$ cat src/video_pkg.sv
package video_pkg;

    localparam int colidx_w = 4;
    localparam int tram_aw  = 12;   // Word address
    localparam int chram_aw = 11;

    // IO register map, unlisted addresses read zero
    typedef enum logic [3:0] {
        reg_vctrl    = 4'd0,
        reg_vpalsel  = 4'd1,
        reg_vpaldata = 4'd2,
        reg_vline    = 4'd3,
        reg_virqline = 4'd4,
        reg_irqmask  = 4'd5,
        reg_irqstat  = 4'd6
    } reg_addr_e;

    typedef struct packed {
        logic [10:0] hpos;
        logic [9:0]  vpos;
        logic        active;
        logic        hsync;     // Active low
        logic        vsync;     // Active low
        logic        vblank;    // Every non-active line
    } video_timing_s;

    // Syncs inactive, nothing displayed
    localparam video_timing_s timing_idle = '{
        hpos: '0, vpos: '0, active: 1'b0, hsync: 1'b1, vsync: 1'b1, vblank: 1'b0
    };

    typedef struct packed {
        logic invert;           // vctrl[1]
        logic text_enable;      // vctrl[0]
    } video_ctrl_s;

    typedef struct packed {
        logic [3:0] idx;
        logic       high;       // Red nibble, else green/blue byte
        logic [7:0] data;
        logic       wren;
    } pal_wr_s;

endpackage

$ cat src/video_regs.sv
module video_regs (
    input  logic                     vclk,
    input  logic                     reset,
    input  video_pkg::video_timing_s timing,
    input  logic [3:0]               io_addr,
    input  logic [7:0]               io_wrdata,
    input  logic                     io_wren,
    output logic [7:0]               io_rddata,
    output logic                     irq,
    output video_pkg::video_ctrl_s   ctrl,
    output video_pkg::pal_wr_s       pal_wr,
    input  logic [7:0]               pal_rddata
);
    import video_pkg::*;

    reg_addr_e  addr;
    logic [1:0] vctrl;      // [1] invert, [0] text enable
    logic [4:0] vpalsel;    // [4:1] index, [0] high byte
    logic [7:0] virqline;
    logic [1:0] irqmask;    // [1] line, [0] vblank
    logic [1:0] irqstat;
    logic       vblank_q;
    logic       line_set;
    logic       vblank_set;
    logic [1:0] stat_clr;

    assign addr = reg_addr_e'(io_addr);

    //////////////////////////////////////////////////
    // Interrupt events

    // First pixel of the first line of a doubled pair
    assign line_set   = timing.active && (timing.hpos == '0) && !timing.vpos[0] &&
                        (timing.vpos[9:1] == {1'b0, virqline});
    assign vblank_set = timing.vblank && !vblank_q;
    assign stat_clr   = (io_wren && addr == reg_irqstat) ? io_wrdata[1:0] : 2'b00;

    always_ff @(posedge vclk or posedge reset) begin
        if (reset) begin
            vctrl    <= '0;
            vpalsel  <= '0;
            virqline <= '0;
            irqmask  <= '0;
            irqstat  <= '0;
            vblank_q <= 1'b0;
        end else begin
            vblank_q <= timing.vblank;
            if (io_wren) begin
                case (addr)
                    reg_vctrl:    vctrl    <= io_wrdata[1:0];
                    reg_vpalsel:  vpalsel  <= io_wrdata[4:0];
                    reg_virqline: virqline <= io_wrdata;
                    reg_irqmask:  irqmask  <= io_wrdata[1:0];
                    default: ;
                endcase
            end
            irqstat <= (irqstat & ~stat_clr) | {line_set, vblank_set};   // Set wins
        end
    end

    //////////////////////////////////////////////////
    // Read mux and outputs

    always_comb begin
        io_rddata = 8'h00;
        case (addr)
            reg_vctrl:    io_rddata = {6'b0, vctrl};
            reg_vpalsel:  io_rddata = {3'b0, vpalsel};
            reg_vpaldata: io_rddata = pal_rddata;
            reg_vline:    io_rddata = timing.vpos[8:1];     // Text line pairs
            reg_virqline: io_rddata = virqline;
            reg_irqmask:  io_rddata = {6'b0, irqmask};
            reg_irqstat:  io_rddata = {6'b0, irqstat};
            default:      io_rddata = 8'h00;
        endcase
    end

    assign irq    = |(irqstat & irqmask);
    assign ctrl   = video_ctrl_s'(vctrl);
    assign pal_wr = '{idx: vpalsel[4:1], high: vpalsel[0], data: io_wrdata,
                      wren: io_wren && (addr == reg_vpaldata)};

    // Only the CPU can take a pending interrupt away
    assert property (@(posedge vclk) disable iff (reset)
        $fell(irq) |-> $past(io_wren && (addr == reg_irqstat || addr == reg_irqmask)))
        else $error("irq dropped without an irqstat or irqmask write");

endmodule

$ cat config.mk
export PLATFORM = sky130hd
export DESIGN_NAME = video_regs
export DESIGN_NICKNAME = d
export VERILOG_FILES = /design/src/video_pkg.sv /design/src/video_regs.sv
export SDC_FILE = /design/constraint.sdc
export NUM_CORES = 1
export LEC_CHECK = 0
export BUFFER_PORTS_ARGS = -buffer_cell sky130_fd_sc_hd__buf_2
export CAP_MARGIN = 10
export CORE_AREA = 10 10 73 57
export CTS_CLUSTER_DIAMETER = 200
export DETAILED_ROUTE_END_ITERATION = 6
export DIE_AREA = 0 0 83 67
export MAX_ROUTING_LAYER = met4
export PLACE_DENSITY = 0.79
export SLEW_MARGIN = 25
export SYNTH_ARGS = -nofsm -noshare
export SYNTH_HDL_FRONTEND = slang
export SYNTH_SLANG_ARGS = --single-unit
$ cat constraint.sdc
create_clock -name vclk -period 2.5 [get_ports vclk]
set_input_delay 0.25 -clock vclk [delete_from_list [all_inputs] [get_ports vclk]]
set_output_delay 0.25 -clock vclk [all_outputs]
set_load 0.005 [all_outputs]
Word level (Yosys, flattened, before mapping)

Index checks and enable logic that the tools add are counted.

Shift operators: 0
$mul: 0
Muxes and demuxes: 2
Add/sub/neg operators: 0
Bitwise gates (word level): 4
Reductions and logical operators: 15
Order comparisons: 0
Divide/modulo/power cells: 0
Equal/unequal tests: 7

Operator list:

| operator             | count |
|---|---|
| $pmux W8 S7          | 1 |
| $eq A4 B3 Y1 const B | 3 |
| $logic_not A11 Y1    | 1 |
| $eq A9 B8 Y1         | 1 |
| $eq A4 B2 Y1 const B | 2 |
| $reduce_and A2 Y1    | 4 |
| $logic_and A1 B1 Y1  | 6 |
| $and A2 B2 Y2        | 2 |
| $eq A4 B1 Y1 const B | 1 |
| $logic_not A4 Y1     | 1 |
| $logic_not A1 Y1     | 2 |
| $mux W2              | 1 |
| $not A2 Y2           | 1 |
| $or A2 B2 Y2         | 1 |
| $reduce_or A2 Y1     | 1 |

Logic and storage cells: 34
Memory bits (writable): 0
Memories kept: 0
Input bits: 48
Bits in registers: 20
Memory bits (read-only): 0
Bits in latches: 0

Depth between registers and ports, before layout

Word-level depth: 6
Mapped depth: 5

Worst setup path after synthesis

Ideal clock, no wire load.

Kind: in2out
Start point: in io_addr[3]
End point: out io_rddata[2]
Buffers on the path: 1
Arrival: 1.255 ns
Path slack: 0.995 ns
Stages: 4
Data required time: 2.250 ns
Cell sequence: clkbuf_2 > nor4b_2 > a22o_1 > a221o_2

Cells in the longest elaborated chain, start to end: 2
Elaborated cells on any way between the ends: 8
Classes of those cells: eq/ne: 6; mux: 1; reduce/logical: 1

RTL lines:

| what                                       | line             | source |
|---|---|---|
| start, declared                            | video_regs.sv:5  | `input logic [3:0] io_addr,` |
| $eq A4 B3 Y1, or another cell as far along | video_regs.sv:66 | `case (addr)` |
| $pmux W8 S7 (*)                            | video_regs.sv:66 |  |
| end, declared                              | video_regs.sv:8  | `output logic [7:0] io_rddata,` |

Every way passes the cells marked *; elsewhere a longest branch is shown, timed or not.

Final worst setup path

Start point: in io_addr[1]
End point: out io_rddata[0]

Same word-level chain as after synthesis.

==> out/results.ini <==
[outcome]
outcome = finished, final reports clean

[setup_path]
reg2reg_depth = 4
path_class = in -> out
ff2ff_setup_slack_ns = 1.21
worstPathMaxFanout = 9
worstPathArrival_ns = 1.55
r2r_start = virqline[1]
cp_data_required_time_ns = 2.25
critical_path.startpoint = io_addr[1]
endpoint_kind = primary output
crit_end = io_rddata[0]
sort_of_element_at_the_start_of_the_critical_path = input port
timing.rr.end = irqstat[1]

[clock_tree]
tritoncts = built
cts_buffer_depth = 2
cts.sink_count = 20
clock-root-buffer = sky130_fd_sc_hd__clkbuf_8
post_cts_hold_buffer_count = 0
numCtsBuffers = 3
post_cts_setup_buffer_count = 0
clock_tree.htree_level_count = 1
cts.repair.resized = 0
path_clk_slew_ns = 0.07
clk_latency_ns = 0.26

[power_and_ir_drop]
share_clk_of_total_power_pct = 23.1
power.sequential.fraction_pct = 49.6
pint_mw = 0.641
logic_gate_share_of_total_power_pct = 27.3
switching_power_mw = 0.258
worst_ir_drop_vdd_v = 0.000279
static-leakage-power_nw = 0.821
fraction_of_power_spent_switching_nets_pct = 28.7
power_density_relative_to_cell_area_nw_per_um2 = 561

[global_routing]
overall_global_routing_resource_usage_pct = 13.3
first_global_vias = 1198
grt_antenna_before_repair = 0
grt-ovfl-total = 0
pin_count_of_the_biggest_net_entering_global_routing = 21
wire_length_of_the_first_global_routing_pass_um = 5930

[sta]
worst_clock_skew_ns = 0.000438
total_neg_setup_slack_ns = 0
report.final.hold_viol_count = 0
fin_worst_hold_slack_ns = 0.110
setup_viol = 0
final.min_clock_period_ns = 1.80
finalCritPeriodShare_pct = 72.0
final-max-slew-violation-count = 0
slew_headroom_pct = 49.8
fmax_mhz = 555
worst_pin_slew_ns = 0.753
grt_setup_unrepaired = no

[min_path]
timing.hold.worst.class = in -> reg

[run]
cap_viol_max_count = 0

[yosys]
synthXorXnorAreaFrac_pct = 5.71
synth-simple-area-share_pct = 17.3
post_synth.cell_area_avg_sq_um = 11.5
synth_cell_types = 25
synth_top_area_share_pct = 40.8
synth.top_cells.by_area = sky130_fd_sc_hd__dfrtp_1, sky130_fd_sc_hd__mux2_2, sky130_fd_sc_hd__buf_4
synth.yosys.seq_area_share_pct = 40.8
most_repeated_cell_in_the_gate_level_netlist_after_synthesis = sky130_fd_sc_hd__dfrtp_1
synthesis.nets = 155
synth_ff_type = sky130_fd_sc_hd__dfrtp_1
synthArstFlopShare_pct = 100
synth_enable_flop_cells = 0
synthesis.instances = 107
synth_compound_area_share_pct = 13.0
netlist.top_cell.by_area = sky130_fd_sc_hd__dfrtp_1
netlist_area_sq_um = 1230
synthesis.yosys.warnings = 0
synth-adder-area-share_pct = 0
synth-seq-cells = 20
synth_commonest_cells = sky130_fd_sc_hd__dfrtp_1, sky130_fd_sc_hd__mux2_2, sky130_fd_sc_hd__buf_4, sky130_fd_sc_hd__nand2_1, sky130_fd_sc_hd__a22o_1
synth_top_family_by_area = simple AND/OR/NAND/NOR gates
synth_mux_area_share_pct = 15.6

[floorplan]
io_pins = 73
initial_core_util_pct = 45.0
num_rows = 16
die-area_sq_um = 5560
die_x_um = 83
die_y_um = 67
core_area_sq_um = 2720

[drt]
detailedRoute.firstIterationViolations = 115
drt_first_pass_iters = 4
routed_via_density = 5.54
route.vias.total = 1147
route.final.wire_length_um = 3700
postRouteAntennaNets = 0
drcViolationCount = 0
route.detailed.wl_per_inst_um = 17.9

[placement]
buffer_ports.inserted = 70
gp_routability_congestion = 0.833
detailedPlacementHpwl_um = 3110

[final_layout]
drive_above_1_share_pct = 59.6
final_nets = 221
layout-area-overhead-vs-synth_pct = 30.8
antennaDiodeCount = 0
fillCellCount = 239

## worst max-delay path: stages
cell and delay [ns]:
sky130_fd_sc_hd__buf_2 0.15, sky130_fd_sc_hd__nor4b_4 0.63, sky130_fd_sc_hd__a22o_1 0.23, sky130_fd_sc_hd__a221oi_1 0.05, sky130_fd_sc_hd__nand3_1 0.12, sky130_fd_sc_hd__buf_2 0.11
## registers in the layout, summed over array words and instances, names as in the netlist
signal	count
irqstat	2
irqmask	2
virqline	8
ctrl	2
vpalsel	5
vblank_q	1
## cell families after synthesis
kind of cell | Yosys count
muxes | 17
buffers and inverters | 16
DFF | 20
and+or+nand+nor | 28
AOI/OAI and AO/OA | 18
xor gates and xnor gates | 8
## worst min path at each step
stage	start	endpoint	cells past startpoint
6_report	timing[0]	vblank_q	1
2_1_floorplan	reset	ctrl[0]	1
3_5_place_dp	timing[0]	vblank_q	1
5_1_grt	timing[0]	vblank_q	1
4_1_cts	timing[0]	vblank_q	1
3_3_place_gp	timing[0]	vblank_q	1
## per-layer routing
layer	track usage, %	up-vias	share of wire (%)
li1	-	534	-
met4	5.30	0	1.5
met1	14.9	561	44
met5	-	-	0
met2	22.6	47	49
met3	3.52	5	6.0
## layout by cell type (no fill, tap or decap), drive strengths merged
| master | instances |
|---|---|
| mux2 | 17 |
| nand3 | 4 |
| dfrtp | 20 |
| a22oi | 2 |
| nor4 | 4 |
| clkbuf | 3 |
| nor3 | 2 |
| nand2 | 9 |
| and2 | 1 |
| inv | 5 |
| a222oi | 3 |
| xor2 | 4 |
| xnor2 | 4 |
| a221oi | 2 |
| a221o | 3 |
| a22o | 6 |
| and4bb | 2 |
| nor4b | 3 |
| o21ai | 2 |
| buf | 72 |
| nand4 | 2 |
| or4b | 1 |
## cell type report
class	instances	area [sq um]	share of cell area (%)
inverter	5	18.8	1.17
sequential	20	500	31.2
multi-input combinational	71	633	39.5
clock buffer	3	41.3	2.57
tap	36	45.0	2.81
timing repair buffer	72	365	22.8
## per-stage QoR
step | worst slack [ns] | cell area [sq um] | utilization, % | std cells | total power, mW
6_report | 0.699 | 1600 | 58.9 | 207 | 0.899
5_1_grt | 0.572 | 1600 | 58.9 | 207 | 0.948
4_1_cts | 0.695 | 1600 | 58.9 | 207 | 0.909
3_5_place_dp | 0.707 | 1560 | 57.4 | 204 | 0.701
3_3_place_gp | 0.726 | 1560 | 57.4 | 204 | 0.687
2_1_floorplan | 0.995 | 1230 | - | 107 | 0.582
## power by group through the flow
stage | Sequential [mW] | Combinational, mW | Clock, mW
final | 0.446 | 0.246 | 0.207
after global placement | 0.444 | 0.243 | 0
after global routing | 0.454 | 0.272 | 0.222
after floorplan | 0.440 | 0.141 | 0
after CTS | 0.445 | 0.252 | 0.212
after detailed placement | 0.450 | 0.251 | 0
Note: power is estimated with default switching activity, not from simulation.
