`src/video_pkg.sv`:
```
package video_pkg;

    localparam int colidx_w = 4;
    localparam int tram_aw  = 12;   // Word address
    localparam int chram_aw = 11;

    // IO register map, unlisted addresses read zero
    typedef enum logic [3:0] {
        reg_vctrl    = 4'd0,
        reg_vpalsel  = 4'd1,
        reg_vpaldata = 4'd2,
        reg_vline    = 4'd3,
        reg_virqline = 4'd4,
        reg_irqmask  = 4'd5,
        reg_irqstat  = 4'd6
    } reg_addr_e;

    typedef struct packed {
        logic [10:0] hpos;
        logic [9:0]  vpos;
        logic        active;
        logic        hsync;     // Active low
        logic        vsync;     // Active low
        logic        vblank;    // Every non-active line
    } video_timing_s;

    // Syncs inactive, nothing displayed
    localparam video_timing_s timing_idle = '{
        hpos: '0, vpos: '0, active: 1'b0, hsync: 1'b1, vsync: 1'b1, vblank: 1'b0
    };

    typedef struct packed {
        logic invert;           // vctrl[1]
        logic text_enable;      // vctrl[0]
    } video_ctrl_s;

    typedef struct packed {
        logic [3:0] idx;
        logic       high;       // Red nibble, else green/blue byte
        logic [7:0] data;
        logic       wren;
    } pal_wr_s;

endpackage

```
`src/palette.sv`:
```
module palette (
    input  logic                           vclk,
    input  video_pkg::pal_wr_s             pal_wr,
    input  logic [3:0]                     cpu_idx,
    input  logic                           cpu_high,
    output logic [7:0]                     cpu_rddata,
    input  logic [video_pkg::colidx_w-1:0] colidx,
    output logic [3:0]                     red,
    output logic [3:0]                     green,
    output logic [3:0]                     blue
);
    import video_pkg::*;

    logic [11:0] entry [2**colidx_w];   // {red, green, blue}

    always_ff @(posedge vclk) begin
        if (pal_wr.wren) begin
            if (pal_wr.high) begin
                entry[pal_wr.idx][11:8] <= pal_wr.data[3:0];
            end else begin
                entry[pal_wr.idx][7:0] <= pal_wr.data;
            end
        end
    end

    // Video lookup
    always_ff @(posedge vclk) begin
        {red, green, blue} <= entry[colidx];
    end

    // High byte has only the red nibble
    assign cpu_rddata = cpu_high ? {4'h0, entry[cpu_idx][11:8]} : entry[cpu_idx][7:0];

endmodule

```
`config.mk`:
```
export PLATFORM = sky130hd
export DESIGN_NAME = palette
export DESIGN_NICKNAME = d
export VERILOG_FILES = /design/src/video_pkg.sv /design/src/palette.sv
export SDC_FILE = /design/constraint.sdc
export NUM_CORES = 1
export LEC_CHECK = 0
export BUFFER_PORTS_ARGS = -buffer_cell sky130_fd_sc_hd__clkbuf_2
export CORE_MARGIN = 5
export CORE_UTILIZATION = 54
export DETAILED_ROUTE_END_ITERATION = 12
export PLACE_DENSITY = 0.76
export SLEW_MARGIN = 20
export SYNTH_ARGS = -nofsm -noshare
export SYNTH_HDL_FRONTEND = slang
export SYNTH_SLANG_ARGS = --single-unit
```
`constraint.sdc`:
```
create_clock -name vclk -period 1.9 [get_ports vclk]
set_input_delay 0.19 -clock vclk [delete_from_list [all_inputs] [get_ports vclk]]
set_output_delay 0.19 -clock vclk [all_outputs]
set_load 0.03 [all_outputs]
```
Word-level counts from Yosys, hierarchy flattened
Memory sizes are Yosys's and may differ from the RTL's. A register that Yosys moved wholly into a read port is not among the register bits.
Index checks and enable logic that the tools add are counted.
- multiplexer cells: 7
- operator list (kind ; count):
    8-bit two-way mux ; 1
    1-bit two-way mux ; 6
- flip-flop bits (word level): 0
- RAM bits: 192
- input bits: 24
- output and inout bits: 20
- word-level logic and storage cells: 8
- memories kept: 1
- memory list (name ; words ; bits a word ; read ports ; clocked after Yosys merged registers in ; wr ports ; line ; text):
    entry ; 16 ; 12 ; 2 ; 1 ; 1 ; palette.sv:14 ; logic [11:0] entry [2**colidx_w];

Logic depth before layout (Yosys ltp)
Gate-level depths: netlist of run 1.
- depth in word-level cells: 3
- mapped depth: 5
- depth with buffers taken out: 3

Worst setup path before layout of run 1
No wires, ideal clock.
- path type: input to output
- start point: in cpu_idx[1]
- end point: out cpu_rddata[1]
- arrival time: 1.900 ns
- required time: 1.710 ns
- setup slack: -0.190 ns
- stages: 4
- path buffers: 1
- cells stage by stage: buf_1 -> mux4_2 -> mux4_2 -> mux2_2
- longest elaborated chain between the ends: 2
- ends and longest elaborated chain (what ; line ; text):
    start: declaration ; palette.sv:4 ; input logic [3:0] cpu_idx,
    memory 16 x 12 bit ; - ;
    8-bit two-way mux ; palette.sv:32 ; assign cpu_rddata = cpu_high ? {4'h0, entry[cpu_idx][11:8]} : entry[cpu_idx][7:0];
    end: declaration ; palette.sv:6 ; output logic [7:0] cpu_rddata,
No other way between the ends.

==> results_dict.tcl, run 1 <==
set metrics [dict create \
    status "finished, violations left" \
    violations "negative setup slack" \
    fin_nets 536 \
    dieArea_um2 19800 \
    top_usage_layer "met2" \
    gp_congestion 0.865 \
    dr.pass1.iters 5 \
    fin_hold_ws_ns 0.109 \
    cts_sinks 204 \
    start_util 0.554 \
    finalHoldViolCount 0 \
    cp.required_ns 1.71 \
    wl_per_cell_um 29.1 \
    netlist_area_um2 9220 \
    postRouteAntennaNets 0 \
    total_power_w 0.00999 \
    grt_pass1_wl_um 32800 \
    cp.arrival_ns 2.50 \
    fin_crit_sh 1.42 \
    fp.dieW_um 141 \
    synth-seq-cells 204 \
    cts_root_buffer "clkbuf_16" \
    post_dp_cell_area_um2 9990 \
    end_kind "output port" \
    path_max_fanout 2 \
    layout_commonest_cell "edfxtp_1" \
    routed_via_density 6.68 \
    worstSetupPathType "reg2out" \
    slew_headroom 0.550 \
    worst_slew_pin_slew_ns 0.675 \
    setup_viol 8 \
    ir_drop_mv 0.631 \
    rsz0062_at_grt "true" \
    clk_pin_slew_worst_paths_ns 0.06 \
    skew_ns 0.0120 \
    fin_setup_tns_ns -3.60 \
    drive_gt1_frac 0.475 \
    timing.fmax_mhz 372 \
    ys_seq_area_frac 0.652 \
    antenna_found_initial 1 \
    final_cell_mix "edfxtp_1, mux4_2, buf_4" \
    yosysUniqueCellTypes 25 \
    gr-usage-met2 0.371 \
    core_area_um2 16600 \
    yosys_warnings 0 \
    fill_cells 1054 \
    grt_max_degree 49 \
    total_leakage_power_nw 3.60 \
    fin_crit_ns 2.69 \
    power_density_nw_per_um2 926 \
    io_buffers 43 \
    synth_area_per_cell_um2 22.1 \
    clockBufferDepth 3 \
    start_kind "flop" \
    netlist_instances 417 \
    min_path_type "in2reg" \
    grtUsageTotal 0.225 \
    cts_tree "yes" \
    vias 4993 \
    cts_buffers 22 \
    worst_skew_pair.late_latency_ns 0.50 \
    n_antenna_cell 0 \
    drc 0 \
    grt_use_met1 0.315 \
    slew_viol_final 0 \
    worst_slack_ns -0.791 \
    drv_cap 0 \
    rows 47 \
    post-dp-hpwl_um 14300 \
    fp.dieH_um 141 \
    globalRouteOverflowTotal 0 \
    htreeDepth 1 \
    synth_nets 441 \
    stdcell_area_um2 10800 \
    grt_pass1_vias 5158 \
    area_delta_synth_final_pct 17.0 \
    met3_usage 0.0474 \
    fin_cells 748 \
    drt_iter0_markers 667 \
    io_pins 44 \
    wirelength_um 21700 \
    dp_cells 699 \
]
==> logic make-up (layout without fill, tap and decap cells) <==
family	count (synthesis)	after routing	share of synthesized area
AOI/OAI and AO/OA	4	4	0.00271
buffers and inverters	30	141	0.0187
muxes	128	128	0.301
DFF	204	204	0.652
and+or+nand+nor	51	51	0.0261
==> repair_timing <==
action,in CTS,in global routing
resized for setup,13,6
setup buffers,6,3
hold buffers,0,0
endpoints found under the setup margin,8,8
pin swaps,4,0
==> where the power goes <==
part	switching, W	total [W]	leakage, nW	internal, W
registers	0.0000333	0.00503	1.83	0.00500
clock network	0.00163	0.00402	0.342	0.00239
logic	0.000498	0.000938	1.43	0.000440
==> Yosys cell counts <==
master | instances | area (um^2)
nor3_1 | 8 | 40.0
nor2b_1 | 1 | 6.26
nand3b_1 | 1 | 7.51
clkbuf_1 | 10 | 37.5
buf_1 | 5 | 18.8
or2_2 | 1 | 6.26
nand4_1 | 1 | 6.26
nand2_1 | 3 | 11.3
nand2b_1 | 6 | 37.5
mux4_1 | 6 | 158
dlymetal6s2s_1 | 1 | 12.5
edfxtp_1 | 192 | 5770
mux4_2 | 105 | 2360
o22ai_1 | 4 | 25.0
mux2_2 | 4 | 45.0
nand3_1 | 2 | 10.0
nor2_1 | 26 | 97.6
dfxtp_1 | 12 | 240
mux4_4 | 5 | 125
buf_2 | 8 | 40.0
mux2i_1 | 8 | 80.1
buf_6 | 3 | 33.8
nand4b_1 | 2 | 17.5
buf_4 | 2 | 15.0
buf_8 | 1 | 15.0
==> state kept, by name, indices dropped and copies added, names as in the netlist <==
register,count
blue,4
entry,192
red,4
green,4
==> worst paths after layout <==
check,from,to,slack [ns],cells after the start
max,entry[6][8]$_DFFE_PP_,cpu_rddata[0],-0.79,4
min,pal_wr[7],entry[13][6]$_DFFE_PP_,0.11,1
max reg2reg,entry[15][1]$_DFFE_PP_,blue[1]$_DFF_P_,0.05,4
min reg2reg,entry[8][7]$_DFFE_PP_,green[3]$_DFF_P_,0.81,2
==> routing by layer <==
layer,share of wire,up-vias
met5,0,-
met1,0.37,2631
li1,-,2028
met4,0.019,0
met2,0.51,302
met3,0.10,32
==> stage by stage <==
| stage | setup WS (ns) | utilization |
|---|---|---|
| finish | -0.791 | 0.648 |
| global route | -0.841 | 0.648 |
| CTS | -0.820 | 0.646 |
| detailed placement | -0.490 | 0.600 |
| global placement | -0.449 | 0.600 |
| floorplan | -0.0169 | - |
==> critical path: stages, from the launching register on <==
cell and delay [ns]:
edfxtp_1 0.41, mux4_4 0.62, mux4_2 0.53, mux2_4 0.31, buf_8 0.14
==> final cells by class <==
type                            instances  area [um^2]  area share
Clock buffer                           31          616      0.0571
Clock inverter                          9         68.8     0.00638
Multi-Input combinational cell        183         3040       0.282
Sequential cell                       204         6010       0.557
Tap cell                              220          275      0.0255
Timing Repair Buffer                  101          778      0.0722
Power figures use the tool's default switching activity.
==> run 2: changes to the inputs <==
Settings changed: BUFFER_PORTS_ARGS -buffer_cell sky130_fd_sc_hd__clkbuf_2 to not set, CTS_BUF_LIST set to sky130_fd_sc_hd__clkbuf_8, DONT_BUFFER_PORTS set to 1, PLACE_DENSITY 0.76 to 0.74.
==> run 2 against run 1 <==
Compared with the run above: the run still ends with negative setup slack left; cell area shrank 2.3%; global-route usage fell by 1.5 points; worst hold slack worse by 0.070 ns; non-clock buffer count down 50; maximum frequency grew 3.3%; critical path type unchanged; critical path depth fell by 1; wire length shrank 6.7%; die area unchanged.
==> results_dict.tcl, run 2 (synthesized netlist as in run 1, its figures left out) <==
set metrics [dict create \
    timing.fmax_mhz 384 \
    crit-reg2reg-launch "entry[7][4]$_DFFE_PP_" \
    drc 0 \
    fill_cells 1073 \
    fin_hold_ws_ns 0.0398 \
    violations "negative setup slack" \
    drive_gt1_frac 0.433 \
    layout_commonest_cell "edfxtp_1" \
    gp_congestion 0.846 \
    min_path_type "in2reg" \
    start_kind "flop" \
    cts_sinks 204 \
    clockBufferDepth 3 \
    fin_crit_sh 1.37 \
    grt_max_degree 49 \
    htreeDepth 1 \
    top_register "entry" \
    slowest_delay_ns 0.62 \
    setup_viol 8 \
    globalRouteOverflowTotal 0 \
    worst_slew_pin_slew_ns 1.06 \
    core_area_um2 16600 \
    dr.pass1.iters 5 \
    end_kind "output port" \
    worstSetupPathType "reg2out" \
    total_leakage_power_nw 3.35 \
    hold_end "entry[0][2]$_DFFE_PP_" \
    finalHoldViolCount 0 \
    dieArea_um2 19800 \
    cts_buffers 31 \
    worstReg2RegEnd "green[0]$_DFF_P_" \
    clk_pin_slew_worst_paths_ns 0.07 \
    fp.dieW_um 141 \
    rows 47 \
    whs_path_depth 2 \
    skew_ns 0.0106 \
    slowest_stage "mux4_4" \
    n_antenna_cell 0 \
    antenna_found_initial 0 \
    grt_pass1_vias 4907 \
    slew_headroom 0.292 \
    ir_drop_mv 0.513 \
    post-dp-hpwl_um 13100 \
    path_max_fanout 2 \
    postRouteAntennaNets 0 \
    routed_via_density 6.54 \
    cp.arrival_ns 2.42 \
    fin_nets 495 \
    r2r_cells 4 \
    io_buffers 0 \
    cp.required_ns 1.71 \
    cts_root_buffer "clkbuf_8" \
    worst_slack_ns -0.705 \
    total_power_w 0.00942 \
    status "finished, violations left" \
    grt_pass1_wl_um 30600 \
    largest_reg_flops 192 \
    wl_per_cell_um 28.4 \
    vias 4686 \
    io_pins 44 \
    grtUsageTotal 0.210 \
    r2r_slack_ns 0.20 \
    slew_viol_final 0 \
    wirelength_um 20300 \
    worstHoldStart "pal_wr[13]" \
    fin_setup_tns_ns -2.91 \
    drv_cap 0 \
    cts_tree "yes" \
    crit_chain "mux4_4 -> mux4_2 -> mux2_4" \
    start_util 0.554 \
    final_cell_mix "edfxtp_1, mux4_2, buf_4" \
    area_delta_synth_final_pct 14.3 \
    rsz0062_at_grt "true" \
    worst_skew_pair.late_latency_ns 0.54 \
    drt_iter0_markers 438 \
    fin_crit_ns 2.61 \
    fp.dieH_um 141 \
    power_density_nw_per_um2 894 \
]
-- run 2: area by class of cell --
class,count,area [um^2],share of cell area
clock inverters,21,151,0.0144
repair buffers,51,415,0.0394
flip-flops and latches,204,6010,0.570
clock buffers,37,509,0.0483
multi-input cells,183,3180,0.302
well taps,220,275,0.0261
-- run 2: power by group --
| group | total [W] | internal [W] | switching [W] |
|---|---|---|---|
| logic | 0.000644 | 0.000371 | 0.000273 |
| clock network | 0.00369 | 0.00205 | 0.00164 |
| registers | 0.00509 | 0.00500 | 0.0000928 |
| total | 0.00942 | 0.00742 | 0.00201 |
-- run 2: per-layer routing --
| layer | track usage | up-vias | part of all wire | wire length (um) |
|---|---|---|---|---|
| li1 | - | 1946 | - | - |
| met5 | 0 | - | 0 | 0 |
| met1 | 0.293 | 2497 | 0.38 | 7630 |
| met4 | 0.0484 | 0 | 0.015 | 314 |
| met2 | 0.355 | 220 | 0.52 | 10600 |
| met3 | 0.0342 | 23 | 0.085 | 1730 |
-- run 2: how the worst max path moves through the flow --
stage / startpoint / to / slack (ns)
finish: entry[7][0]$_DFFE_PP_ / cpu_rddata[0] / -0.71
CTS: entry[7][0]$_DFFE_PP_ / cpu_rddata[0] / -0.72
global route: entry[5][0]$_DFFE_PP_ / cpu_rddata[0] / -0.77
global placement: entry[7][0]$_DFFE_PP_ / cpu_rddata[0] / -0.13
detailed placement: entry[7][0]$_DFFE_PP_ / cpu_rddata[0] / -0.14
floorplan: entry[6][8]$_DFFE_PP_ / cpu_rddata[0] / -0.02
-- run 2: worst max-delay path, delay by kind of cell (launching register included) --
kind | cells | cell delay (ns)
flip-flops | 1 | 0.38
multiplexers | 3 | 1.49
-- run 2: repair_timing --
item                       4_1_cts  5_1_grt
cloned                           0        0
setup endpoints to repair        8        8
pin swaps                        3        1
hold endpoints to repair       220        0
hold buffers                    13        0
resized for setup               15        8
buffers inserted                 3        4
-- run 2: through the flow --
stage | cell area (um^2) | util | worst slack [ns] | std cells
CTS | 10500 | 0.628 | -0.721 | 712
detailed placement | 9560 | 0.574 | -0.144 | 638
global route | 10500 | 0.633 | -0.771 | 716
finish | 10500 | 0.633 | -0.705 | 716
floorplan | 9240 | - | -0.0169 | 417
global placement | 9560 | 0.574 | -0.130 | 638
