[config.mk]
export PLATFORM = sky130hd
export DESIGN_NAME = text_pixel
export DESIGN_NICKNAME = d
export VERILOG_FILES = /design/src/video_pkg.sv /design/src/text_pixel.sv
export SDC_FILE = /design/constraint.sdc
export NUM_CORES = 1
export LEC_CHECK = 0
export BUFFER_PORTS_ARGS = -buffer_cell sky130_fd_sc_hd__buf_2
export CAP_MARGIN = 30
export CORE_MARGIN = 2
export CORE_UTILIZATION = 38
export CTS_CLUSTER_DIAMETER = 40
export DETAILED_ROUTE_END_ITERATION = 7
export SYNTH_ARGS = -nofsm -noshare
export SYNTH_HDL_FRONTEND = slang
export SYNTH_SLANG_ARGS = --single-unit
[constraint.sdc]
create_clock -name vclk -period 4.8 [get_ports vclk]
set_clock_uncertainty 0.05 [all_clocks]
set_input_delay 0.48 -clock vclk [delete_from_list [all_inputs] [get_ports vclk]]
set_output_delay 0.48 -clock vclk [all_outputs]
set_load 0.02 [all_outputs]
[src/video_pkg.sv]
package video_pkg;

    localparam int colidx_w = 4;
    localparam int tram_aw  = 12;   // Word address
    localparam int chram_aw = 11;

    // IO register map, unlisted addresses read zero
    typedef enum logic [3:0] {
        reg_vctrl    = 4'd0,
        reg_vpalsel  = 4'd1,
        reg_vpaldata = 4'd2,
        reg_vline    = 4'd3,
        reg_virqline = 4'd4,
        reg_irqmask  = 4'd5,
        reg_irqstat  = 4'd6
    } reg_addr_e;

    typedef struct packed {
        logic [10:0] hpos;
        logic [9:0]  vpos;
        logic        active;
        logic        hsync;     // Active low
        logic        vsync;     // Active low
        logic        vblank;    // Every non-active line
    } video_timing_s;

    // Syncs inactive, nothing displayed
    localparam video_timing_s timing_idle = '{
        hpos: '0, vpos: '0, active: 1'b0, hsync: 1'b1, vsync: 1'b1, vblank: 1'b0
    };

    typedef struct packed {
        logic invert;           // vctrl[1]
        logic text_enable;      // vctrl[0]
    } video_ctrl_s;

    typedef struct packed {
        logic [3:0] idx;
        logic       high;       // Red nibble, else green/blue byte
        logic [7:0] data;
        logic       wren;
    } pal_wr_s;

endpackage

[src/text_pixel.sv]
module text_pixel #(
    parameter int columns = 80
) (
    input  logic                           vclk,
    input  logic                           reset,
    input  video_pkg::video_timing_s       timing,
    input  video_pkg::video_ctrl_s         ctrl,
    output logic [video_pkg::tram_aw-1:0]  tram_vaddr,
    input  logic [15:0]                    tram_vdata,
    output logic [video_pkg::chram_aw-1:0] chram_vaddr,
    input  logic [7:0]                     chram_vdata,
    output logic [video_pkg::colidx_w-1:0] colidx,
    output video_pkg::video_timing_s       timing_out
);
    import video_pkg::*;

    logic [15:0]         text_addr;     // Full width, before the RAM
    video_timing_s       timing_s1;
    video_timing_s       timing_s2;
    logic [2:0]          glyph_row_s1;
    logic [2:0]          xbit_s1;
    logic [2:0]          xbit_s2;
    logic [7:0]          colour_s2;
    logic                glyph_bit;
    logic                use_fg;
    logic [colidx_w-1:0] idx_next;

    //////////////////////////////////////////////////
    // Stage 0: text word address

    assign text_addr  = 16'(timing.vpos[9:4]) * 16'(columns) + 16'(timing.hpos[10:3]);
    assign tram_vaddr = text_addr[tram_aw-1:0];

    //////////////////////////////////////////////////
    // Stage 1: text word in, glyph fetch

    always_ff @(posedge vclk) begin
        glyph_row_s1 <= timing.vpos[3:1];  // Font rows doubled
        xbit_s1      <= timing.hpos[2:0];
        xbit_s2      <= xbit_s1;
        colour_s2    <= tram_vdata[15:8];  // Rides along with the glyph read
    end

    assign chram_vaddr = {tram_vdata[7:0], glyph_row_s1};

    always_ff @(posedge vclk or posedge reset) begin
        if (reset) begin
            timing_s1  <= timing_idle;
            timing_s2  <= timing_idle;
            timing_out <= timing_idle;
        end else begin
            timing_s1  <= timing;
            timing_s2  <= timing_s1;
            timing_out <= timing_s2;
        end
    end

    //////////////////////////////////////////////////
    // Stage 2: glyph bit and nibble select

    assign glyph_bit = chram_vdata[3'd7 - xbit_s2];
    assign use_fg    = glyph_bit ^ ctrl.invert;
    assign idx_next  = !ctrl.text_enable ? '0 :
                       use_fg ? colour_s2[7:4] : colour_s2[3:0];

    always_ff @(posedge vclk) begin
        colidx <= idx_next;
    end

    // The timing's active area must fit the text grid and the text RAM
    assert property (@(posedge vclk) disable iff (reset)
        timing.active |-> (timing.hpos[10:3] < 8'(columns)) && (text_addr < 16'(2**tram_aw)))
        else $error("Text address outside the screen grid");

endmodule

# ---- After elaboration in Yosys (flattened, before gate mapping)
# Cells that the tools add are included.
dict set report op_classes {
  n_addsub 2
  bitwise 1
  muxes 3
  multipliers 1
  magnitude_cmp 1
}
# operator count
set ops {}
lappend ops {{$add A12 B8 Y12} 1}
lappend ops {{$mul A6 B3 Y8 const B} 1}
lappend ops {{$lt A3 B4 Y1 const B} 1}
lappend ops {{$mux W4} 1}
lappend ops {{$bmux W1 S3} 1}
lappend ops {{$sub A3 B3 Y3 const A} 1}
lappend ops {{$mux W1} 1}
lappend ops {{$xor A1 B1 Y1} 1}
dict set report word_totals {
  regBits 96
  out_inout_bits 52
}

# ---- Logic depth before layout (Yosys ltp)
# Gate-level depths: netlist of the first run.
dict set report depth {
  ltp_word 5
  mapped_depth 7
  mapped_depth_nobuf 7
}

# ---- Worst setup path after synthesis of the first run
# No wires, ideal clock.
dict set report synth_timing {
  path_kind {input to output}
  from {input timing[9] in the netlist's numbering}
  to {output tram_vaddr[11] in the netlist's numbering}
  setup_slack_ps 1914
  arrival_ps 2356
  t_required_ps 4270
  path_stages 7
  cell_sequence {ha_1 > ha_1 > fa_1 > nand3_1 > o211ai_1 > nand4_1 > xnor2_1}
}
dict set report synth_via {
  elab_chain_cells 2
}
# item line_no
set synth_lines {}
lappend synth_lines {{from (decl)} text_pixel.sv:6} ;# input video_pkg::video_timing_s timing,
lappend synth_lines {{$mul A6 B3 Y8} text_pixel.sv:31} ;# assign text_addr = 16'(timing.vpos[9:4]) * 16'(columns) + 16'(timing.hpos[10:3]);
lappend synth_lines {{$add A12 B8 Y12} text_pixel.sv:31}
lappend synth_lines {{to (decl)} text_pixel.sv:8} ;# output logic [video_pkg::tram_aw-1:0] tram_vaddr,
# Every way passes these cells.

# ---- Worst setup path after layout of the first run
# Ends and elaborated chain as after synthesis.

==> results of run 1 <==
-- cell type report --
class / instances / share of cell area
timing repair buffer: 89 / 0.119
tap: 102 / 0.0340
sequential: 96 / 0.614
multi-input combinational: 68 / 0.161
clock inverter: 3 / 0.0240
inverter: 7 / 0.00734
clock buffer: 13 / 0.0397
-- through the flow --
stage / instances / utilization
floorplan: 187 / -
global placement: 362 / 0.452
detailed placement: 362 / 0.452
CTS: 378 / 0.483
global route: 378 / 0.483
finish: 378 / 0.483
-- state kept, by name, indices dropped and copies added, names as in the netlist --
| register | cells |
|---|---|
| timing_out | 25 |
| colour_s2 | 8 |
| xbit_s1 | 3 |
| colidx | 4 |
| glyph_row_s1 | 3 |
| timing_s2 | 25 |
| timing_s1 | 25 |
| xbit_s2 | 3 |
-- report_power, final --
group / total [mW] / leakage (nW) / internal, mW / switching (mW)
Sequential: 0.862 / 1.04 / 0.850 / 0.0112
Clock: 0.606 / 0.118 / 0.361 / 0.244
Combinational: 0.196 / 0.657 / 0.0744 / 0.122
-- critical path: stages --
cell and delay, ps:
buf_2 120, ha_1 290, ha_1 220, fa_1 580, nand3_1 90, o211ai_1 260
nand4_1 150, xnor2_1 150, buf_2 180
-- kinds of logic after synthesis --
group	synth area share
flops	0.753
simple gates	0.0589
buf+inv	0.0491
fa+ha+maj	0.0621
compound gates	0.0294
xor+xnor	0.0229
mux	0.0245
-- worst max path at each step --
stage / end / slack, ps / depth (start not counted)
after global routing: tram_vaddr[11] / 1550 / 9
after detailed placement: tram_vaddr[11] / 1720 / 9
after CTS: tram_vaddr[11] / 1730 / 9
after global placement: tram_vaddr[11] / 1770 / 9
final: tram_vaddr[11] / 1750 / 9
after floorplan: tram_vaddr[11] / 1910 / 7
-- metal layers --
metal	part of all wire	up-vias	global-route usage
li1	-	780	-
met1	0.41	787	0.131
met2	0.49	57	0.181
met3	0.076	10	0.0393
met4	0.018	0	0.0664
met5	0	-	0
-- cells in the final DEF, fill, tap and decap left out, drive strengths merged --
master	instances
clkinv	1
nand4b	4
clkbuf	13
a21o	6
bufinv	3
o21bai	1
nor2b	1
inv	6
nand3b	4
a21oi	3
dfrtp	69
o211ai	1
buf	89
xor2	4
ha	12
o21ai	2
or3	1
dfxtp	21
xnor2	4
dfstp	6
nand3	10
mux4	2
nand4	5
mux2i	1
fa	2
and3	1
nand2	4
==> flow_metrics.tcl, run 1 <==
set metrics [dict create \
    syn_avg_cell_area_um2 16.4 \
    fmax_mhz 327 \
    hold_depth 1 \
    dieArea_um2 8790 \
    die_h_um 93.7 \
    synthTopCellsByArea "dfrtp_1, dfxtp_1, dfstp_2" \
    finalSetupViolations 0 \
    cts.sink_count 96 \
    hp-class "in -> reg" \
    synth-seq-area-share 0.753 \
    synth_nets 254 \
    grt_max_degree 76 \
    wl_per_cell_um 12.0 \
    grt_usage 0.113 \
    relSlewSlack 0.406 \
    yosys_warnings 0 \
    crit_arrival_ps 2520 \
    synth_top_area_frac 0.564 \
    regArea_um2 2300 \
    multiInputGateArea_um2 606 \
    drt-initial-drc-count 22 \
    min-delay-start "timing[1]" \
    holdWs_ps 183 \
    fin_setup_tns_ps 0 \
    cp-end-kind "primary output" \
    cts_root_buf "clkbuf_8" \
    drive_gt1_frac 0.413 \
    n_fill_cell 708 \
    r2r_slack_ps 3080 \
    yosysMostFrequentCell "dfrtp_1" \
    cts_buffers 9 \
    ys_seq_elements 96 \
    yosysTopAreaCell "dfrtp_1" \
    p_leak_nw 1.82 \
    rr_endpoint "colidx[1]" \
    dp_slack_ps 1720 \
    async_reset_ff_frac 0.781 \
    r2r_cells 4 \
    antenna_found_initial 0 \
    coreArea_um2 7770 \
    cts_tree "built" \
    worstSkewPairLatency_ps 340 \
    io_buffer_count 88 \
    hold_end "timing_s1[1]" \
    crit_type "in -> out" \
    cp_max_fo 5 \
    cts_setup_buffers 0 \
    cp-start-kind "input pin" \
    grt_pass1_wl_um 7510 \
    synth_cell_type_count 27 \
    wl_um 4550 \
    vias 1634 \
    nNetsFinal 338 \
    fin_crit_ps 3050 \
    place_area_um2 3510 \
    cts_resized 0 \
    finalWeightedCongestion 0.788 \
    grt_pass1_vias 1617 \
    ctsHtreeMaxLevel 3 \
    cp.required_ps 4270 \
    path_clk_slew_ps 80 \
    worst_slack_ps 1750 \
    fp.dieW_um 93.7 \
    avgViaCountPerCell 4.32 \
    synth_ff_type "dfrtp_1" \
    tightest_slew_ps 890 \
    grt.overflow.total 0 \
    area_delta_synth_final_pct 22.6 \
    syn-cell-area_um2 3060 \
    fp-row-count 32 \
    critPathLaunch "timing[9]" \
    post-route-period-util 0.636 \
    hpwl_um 3250 \
    clock_path_buffers 2 \
    p_per_area_nw_per_um2 443 \
    fin_area_um2 3750 \
    hold_viol 0 \
    worstReg2RegStart "xbit_s2[0]" \
    report.final.slew_viol_count 0 \
    num_io_pins 105 \
    postSynthCellCount 187 \
    dr.pass1.iters 3 \
    max_cap_viol_count 0 \
    hold_buffers 0 \
    start_util 0.394 \
    rsz0062_at_grt "no" \
    n_antenna_cell 0 \
    synth_edf_count 0 \
    ir_drop_uv 137 \
    run_status "complete, no violations" \
    drc_errors 0 \
    final_antenna_net_count 0 \
    synth_common_cells "dfrtp_1, dfxtp_1, buf_4" \
    p_total_mw 1.66 \
]
Power figures use the tool's default switching activity.
==> inputs of run 2 (changes only) <==
==> constraint.sdc (replaced) <==
create_clock -name vclk -period 3 [get_ports vclk]
set_clock_uncertainty 0.05 [all_clocks]
set_input_delay 0.3 -clock vclk [delete_from_list [all_inputs] [get_ports vclk]]
set_output_delay 0.3 -clock vclk [all_outputs]
set_load 0.02 [all_outputs]
==> flow_metrics.tcl, run 2 (synthesis results as in run 1) <==
set metrics [dict create \
    dieArea_um2 8790 \
    antenna_found_initial 0 \
    path_clk_slew_ps 90 \
    fp-row-count 32 \
    p_leak_nw 1.91 \
    max_cap_viol_count 0 \
    post-route-period-util 0.908 \
    area_delta_synth_final_pct 29.5 \
    crit_family "adder cells" \
    cts_setup_buffers 0 \
    wl_met2_um 2400 \
    power_frac_comb 0.132 \
    r2r_slack_ps 1280 \
    p_sw_frac 0.249 \
    crit_type "in -> out" \
    wl_um 4880 \
    cts.sink_count 96 \
    r2r_cells 4 \
    hold_end "timing_s1[23]" \
    layout_commonest_cell "buf_2" \
    path_cells "buf_2 -> ha_1 -> ha_1 -> fa_1 -> nand3_1 -> o211ai_1 -> nand4_1 -> xnor2_1 -> buf_2" \
    nNetsFinal 362 \
    wl_met1_um 2080 \
    drc_errors 0 \
    vias 1725 \
    cts_root_buf "clkbuf_8" \
    utilization 0.510 \
    seqPwrFrac 0.534 \
    fin_crit_ps 2720 \
    fmax_mhz 367 \
    finalWeightedCongestion 0.784 \
    grt_pass1_wl_um 7950 \
    dp_cells 363 \
    reg_top3 "timing_out: 25 flops, timing_s1: 25 flops, timing_s2: 25 flops" \
    wl_per_cell_um 12.1 \
    start_util 0.394 \
    hpwl_um 3360 \
    fp.dieW_um 93.7 \
    min-delay-start "timing[23]" \
    grt.overflow.total 0 \
    clock_path_buffers 2 \
    run_status "complete, no violations" \
    ir_drop_uv 263 \
    highest_layer "met4" \
    fin_setup_tns_ps 0 \
    final_cell_mix "buf_2, dfrtp_1, dlygate4sd3_1" \
    cp-end-kind "primary output" \
    clkPwrFrac 0.334 \
    rsz0062_at_grt "no" \
    slowest_delay_ps 590 \
    cp_max_fo 5 \
    path_buf_inv 2 \
    p_per_area_nw_per_um2 651 \
    grt_pass1_vias 1754 \
    io_buffer_count 88 \
    tightest_slew_ps 511 \
    coreArea_um2 7770 \
    num_io_pins 105 \
    cp.required_ps 2650 \
    rr_endpoint "colidx[1]" \
    report.final.slew_viol_count 0 \
    drt-initial-drc-count 18 \
    final_antenna_net_count 0 \
    ctsHtreeMaxLevel 3 \
    hold_viol 0 \
    cts_tree "built" \
    cp-start-kind "input pin" \
    dr_wl_met3_um 318 \
    p_sw_mw 0.644 \
    finalSetupViolations 0 \
    holdWs_ps 24.3 \
    die_h_um 93.7 \
    worstReg2RegStart "xbit_s2[0]" \
    cts_buffers 9 \
    grt_max_degree 32 \
    grt_usage 0.120 \
    dr.pass1.iters 3 \
    worstSkewPairLatency_ps 340 \
    n_antenna_cell 0 \
    critical-path-slowest-cell "fa_1" \
    hp-class "in -> reg" \
    relSlewSlack 0.659 \
    finalNonFillerCells 402 \
    crit_arrival_ps 2370 \
    drive_gt1_frac 0.393 \
    avgViaCountPerCell 4.29 \
    internal-power_mw 1.94 \
    hold_depth 1 \
]
-- run 2: cell types whose count changed in the layout (fill, tap and decap cells not counted) --
| cell | change |
|---|---|
| dlygate4sd3_1 | +23 |
| clkinv_2 | +1 |
| buf_4 | +1 |
| clkbuf_1 | -3 |
| clkbuf_8 | +1 |
| bufinv_16 | -2 |
| inv_6 | +2 |
| clkinv_4 | +1 |
-- run 2: worst max-delay path by stage --
stage	start	to	slack [ps]	cells after the start
after floorplan	timing[9]	tram_vaddr[11]	470	7
after global placement	timing[9]	tram_vaddr[11]	320	9
after detailed placement	timing[9]	tram_vaddr[11]	260	9
after CTS	timing[9]	tram_vaddr[11]	250	9
after global routing	timing[9]	tram_vaddr[11]	60	9
final	timing[9]	tram_vaddr[11]	280	9
-- run 2: layout make-up --
class | instances | area, um^2
repair buffers | 113 | 686
inverters | 7 | 27.5
fillers | 691 | 3800
well taps | 102 | 128
flip-flops and latches | 96 | 2300
clock inverters | 5 | 61.3
clock buffers | 11 | 151
multi-input cells | 68 | 606
-- run 2: metal layers --
metal	vias to the layer above	global-route usage
li1	832	-
met1	826	0.143
met2	58	0.191
met3	9	0.0345
met4	0	0.0737
met5	-	0
-- run 2: power by group through the flow --
stage,sequential (mW),clock [mW],combinational [mW]
2_1_floorplan,1.44,0,0.193
3_3_place_gp,1.40,0,0.317
3_5_place_dp,1.41,0,0.320
4_1_cts,1.38,0.898,0.342
5_1_grt,1.39,0.960,0.375
6_report,1.38,0.863,0.340
-- run 2: metrics by stage --
step / power [mW] / area [um^2] / setup WS [ps]
after floorplan: 1.63 / 3060 / 474
after global routing: 2.72 / 3960 / 61.1
final: 2.58 / 3960 / 277
after CTS: 2.62 / 3930 / 252
after detailed placement: 1.73 / 3520 / 260
after global placement: 1.72 / 3520 / 324
-- run 2: worst register-to-register path, stage by stage (launching register included) --
cell and delay (ps):
dfxtp_1 370, mux4_1 610, mux2i_4 360, a21o_2 150, nand3_1 70
-- run 2: what timing repair did --
item | CTS | global route
resized for setup | 0 | 0
hold buffers | 20 | 3
hold endpoints to repair | 47 | 4
==> inputs of run 3 (changes only) <==
--- a/config.mk
+++ b/config.mk
@@ -7,7 +7,8 @@
 export LEC_CHECK = 0
 export BUFFER_PORTS_ARGS = -buffer_cell sky130_fd_sc_hd__buf_2
 export CAP_MARGIN = 30
-export CORE_MARGIN = 2
+export CORE_ASPECT_RATIO = 0.6
+export CORE_MARGIN = 1.5
 export CORE_UTILIZATION = 38
 export CTS_CLUSTER_DIAMETER = 40
 export DETAILED_ROUTE_END_ITERATION = 7
==> flow_metrics.tcl, run 3 (synthesis results as in run 1) <==
set metrics [dict create \
    run_status "complete, no violations" \
    utilization 0.498 \
    drt-initial-drc-count 63 \
    cp-end-kind "primary output" \
    cp-start-kind "input pin" \
    crit_arrival_ps 2400 \
    num_io_pins 105 \
    final_cell_mix "buf_2, dfrtp_1, dfxtp_1" \
    dp_slack_ps 256 \
    hp-class "in -> reg" \
    die_h_um 72.5 \
    rr_endpoint "colidx[3]" \
    grt_pass1_wl_um 7530 \
    cts_root_buf "clkbuf_16" \
    fin_setup_tns_ps 0 \
    grt.overflow.total 0 \
    layout_commonest_cell "buf_2" \
    hold_depth 1 \
    cts_setup_buffers 0 \
    p_total_mw 2.91 \
    finalSetupViolations 0 \
    fmax_mhz 364 \
    cts.sink_count 96 \
    p_per_area_nw_per_um2 744 \
    max_cap_viol_count 0 \
    hold_viol 0 \
    nNetsFinal 343 \
    r2r_cells 4 \
    fin_crit_ps 2750 \
    relSlewSlack 0.715 \
    final_antenna_net_count 0 \
    coreArea_um2 7850 \
    tightest_slew_ps 426 \
    cts_resized 0 \
    worst_slack_ps 251 \
    wl_um 4680 \
    p_sw_mw 0.644 \
    report.final.slew_viol_count 0 \
    finalNonFillerCells 389 \
    cp_max_fo 5 \
    power_frac_comb 0.112 \
    vias 1665 \
    fp-row-count 25 \
    fp.dieW_um 119 \
    area_delta_synth_final_pct 27.8 \
    reg_top3 "timing_out: 25 flops, timing_s1: 25 flops, timing_s2: 25 flops" \
    grt_usage 0.118 \
    worstReg2RegStart "xbit_s2[0]" \
    wl_per_cell_um 12.0 \
    hpwl_um 3490 \
    post-route-period-util 0.916 \
    cp.required_ps 2650 \
    internal-power_mw 2.27 \
    hold_buffers 1 \
    start_util 0.390 \
    dieArea_um2 8620 \
    r2r_slack_ps 1240 \
    clock_path_buffers 2 \
    min-delay-start "tram_vdata[14]" \
    p_leak_nw 1.89 \
    dr.pass1.iters 4 \
    io_buffer_count 88 \
    hold_end "colour_s2[6]" \
    worstSkewPairLatency_ps 320 \
    p_sw_frac 0.221 \
    rsz0062_at_grt "no" \
    crit_type "in -> out" \
    clkPwrFrac 0.413 \
    ctsHtreeMaxLevel 3 \
    seqPwrFrac 0.475 \
    finalWeightedCongestion 0.701 \
    grt_max_degree 43 \
    cts_buffers 9 \
    n_antenna_cell 0 \
    cts_tree "built" \
    path_clk_slew_ps 60 \
    antenna_found_initial 0 \
    drive_gt1_frac 0.420 \
    dp_cells 370 \
    drc_errors 0 \
    avgViaCountPerCell 4.28 \
    n_fill_cell 698 \
    ir_drop_uv 333 \
    grt_pass1_vias 1566 \
]
-- run 3: cell types whose count changed in the layout (fill, tap and decap cells not counted), moves of 2 or more --
cell and change:
clkbuf_8 -11, dlygate4sd3_1 -20, inv_6 -2, clkbuf_16 +10
-- run 3: power by group through the flow --
| stage | sequential [mW] | clock, mW | combinational (mW) |
|---|---|---|---|
| 2_1_floorplan | 1.44 | 0 | 0.193 |
| 3_3_place_gp | 1.41 | 0 | 0.317 |
| 3_5_place_dp | 1.41 | 0 | 0.323 |
| 4_1_cts | 1.38 | 1.24 | 0.327 |
| 5_1_grt | 1.39 | 1.30 | 0.358 |
| 6_report | 1.38 | 1.20 | 0.325 |
-- run 3: area by class of cell --
class	count	area, um^2	area share
clock buffer	11	254	0.0650
clock inverter	5	77.6	0.0198
inverter	7	27.5	0.00704
multi-input combinational	68	606	0.155
sequential	96	2300	0.589
tap	108	135	0.0346
timing repair buffer	94	505	0.129
-- run 3: worst max path at each step --
stage                         start             end  cells past startpoint  slack, ps
after floorplan           timing[9]  tram_vaddr[11]                      7        470
after global placement    timing[9]  tram_vaddr[11]                      9        310
after detailed placement  timing[9]  tram_vaddr[11]                      9        260
after CTS                 timing[9]  tram_vaddr[11]                      9        250
after global routing      timing[9]  tram_vaddr[11]                      9        100
final                     timing[9]  tram_vaddr[11]                      9        250
-- run 3: worst max-delay path, stage by stage --
cell and delay [ps]:
buf_2 130, ha_1 300, ha_1 220, fa_1 590, nand3_1 100, o211ai_1 260
nand4_1 160, xnor2_1 160, buf_2 180
-- run 3: routing by layer --
| metal | vias to the layer above | wire (um) | track usage |
|---|---|---|---|
| met2 | 69 | 2010 | 0.163 |
| li1 | 794 | - | - |
| met1 | 797 | 2250 | 0.158 |
| met4 | 0 | 46 | 0.0482 |
| met3 | 5 | 367 | 0.0574 |
| met5 | - | 0 | 0 |
-- run 3: metrics by stage --
stage | hold slack, ps | area (um^2)
detailed placement | 257 | 3550
floorplan | 254 | 3060
global placement | 261 | 3530
global route | 5.89 | 3910
CTS | 6.21 | 3890
finish | 25.6 | 3910
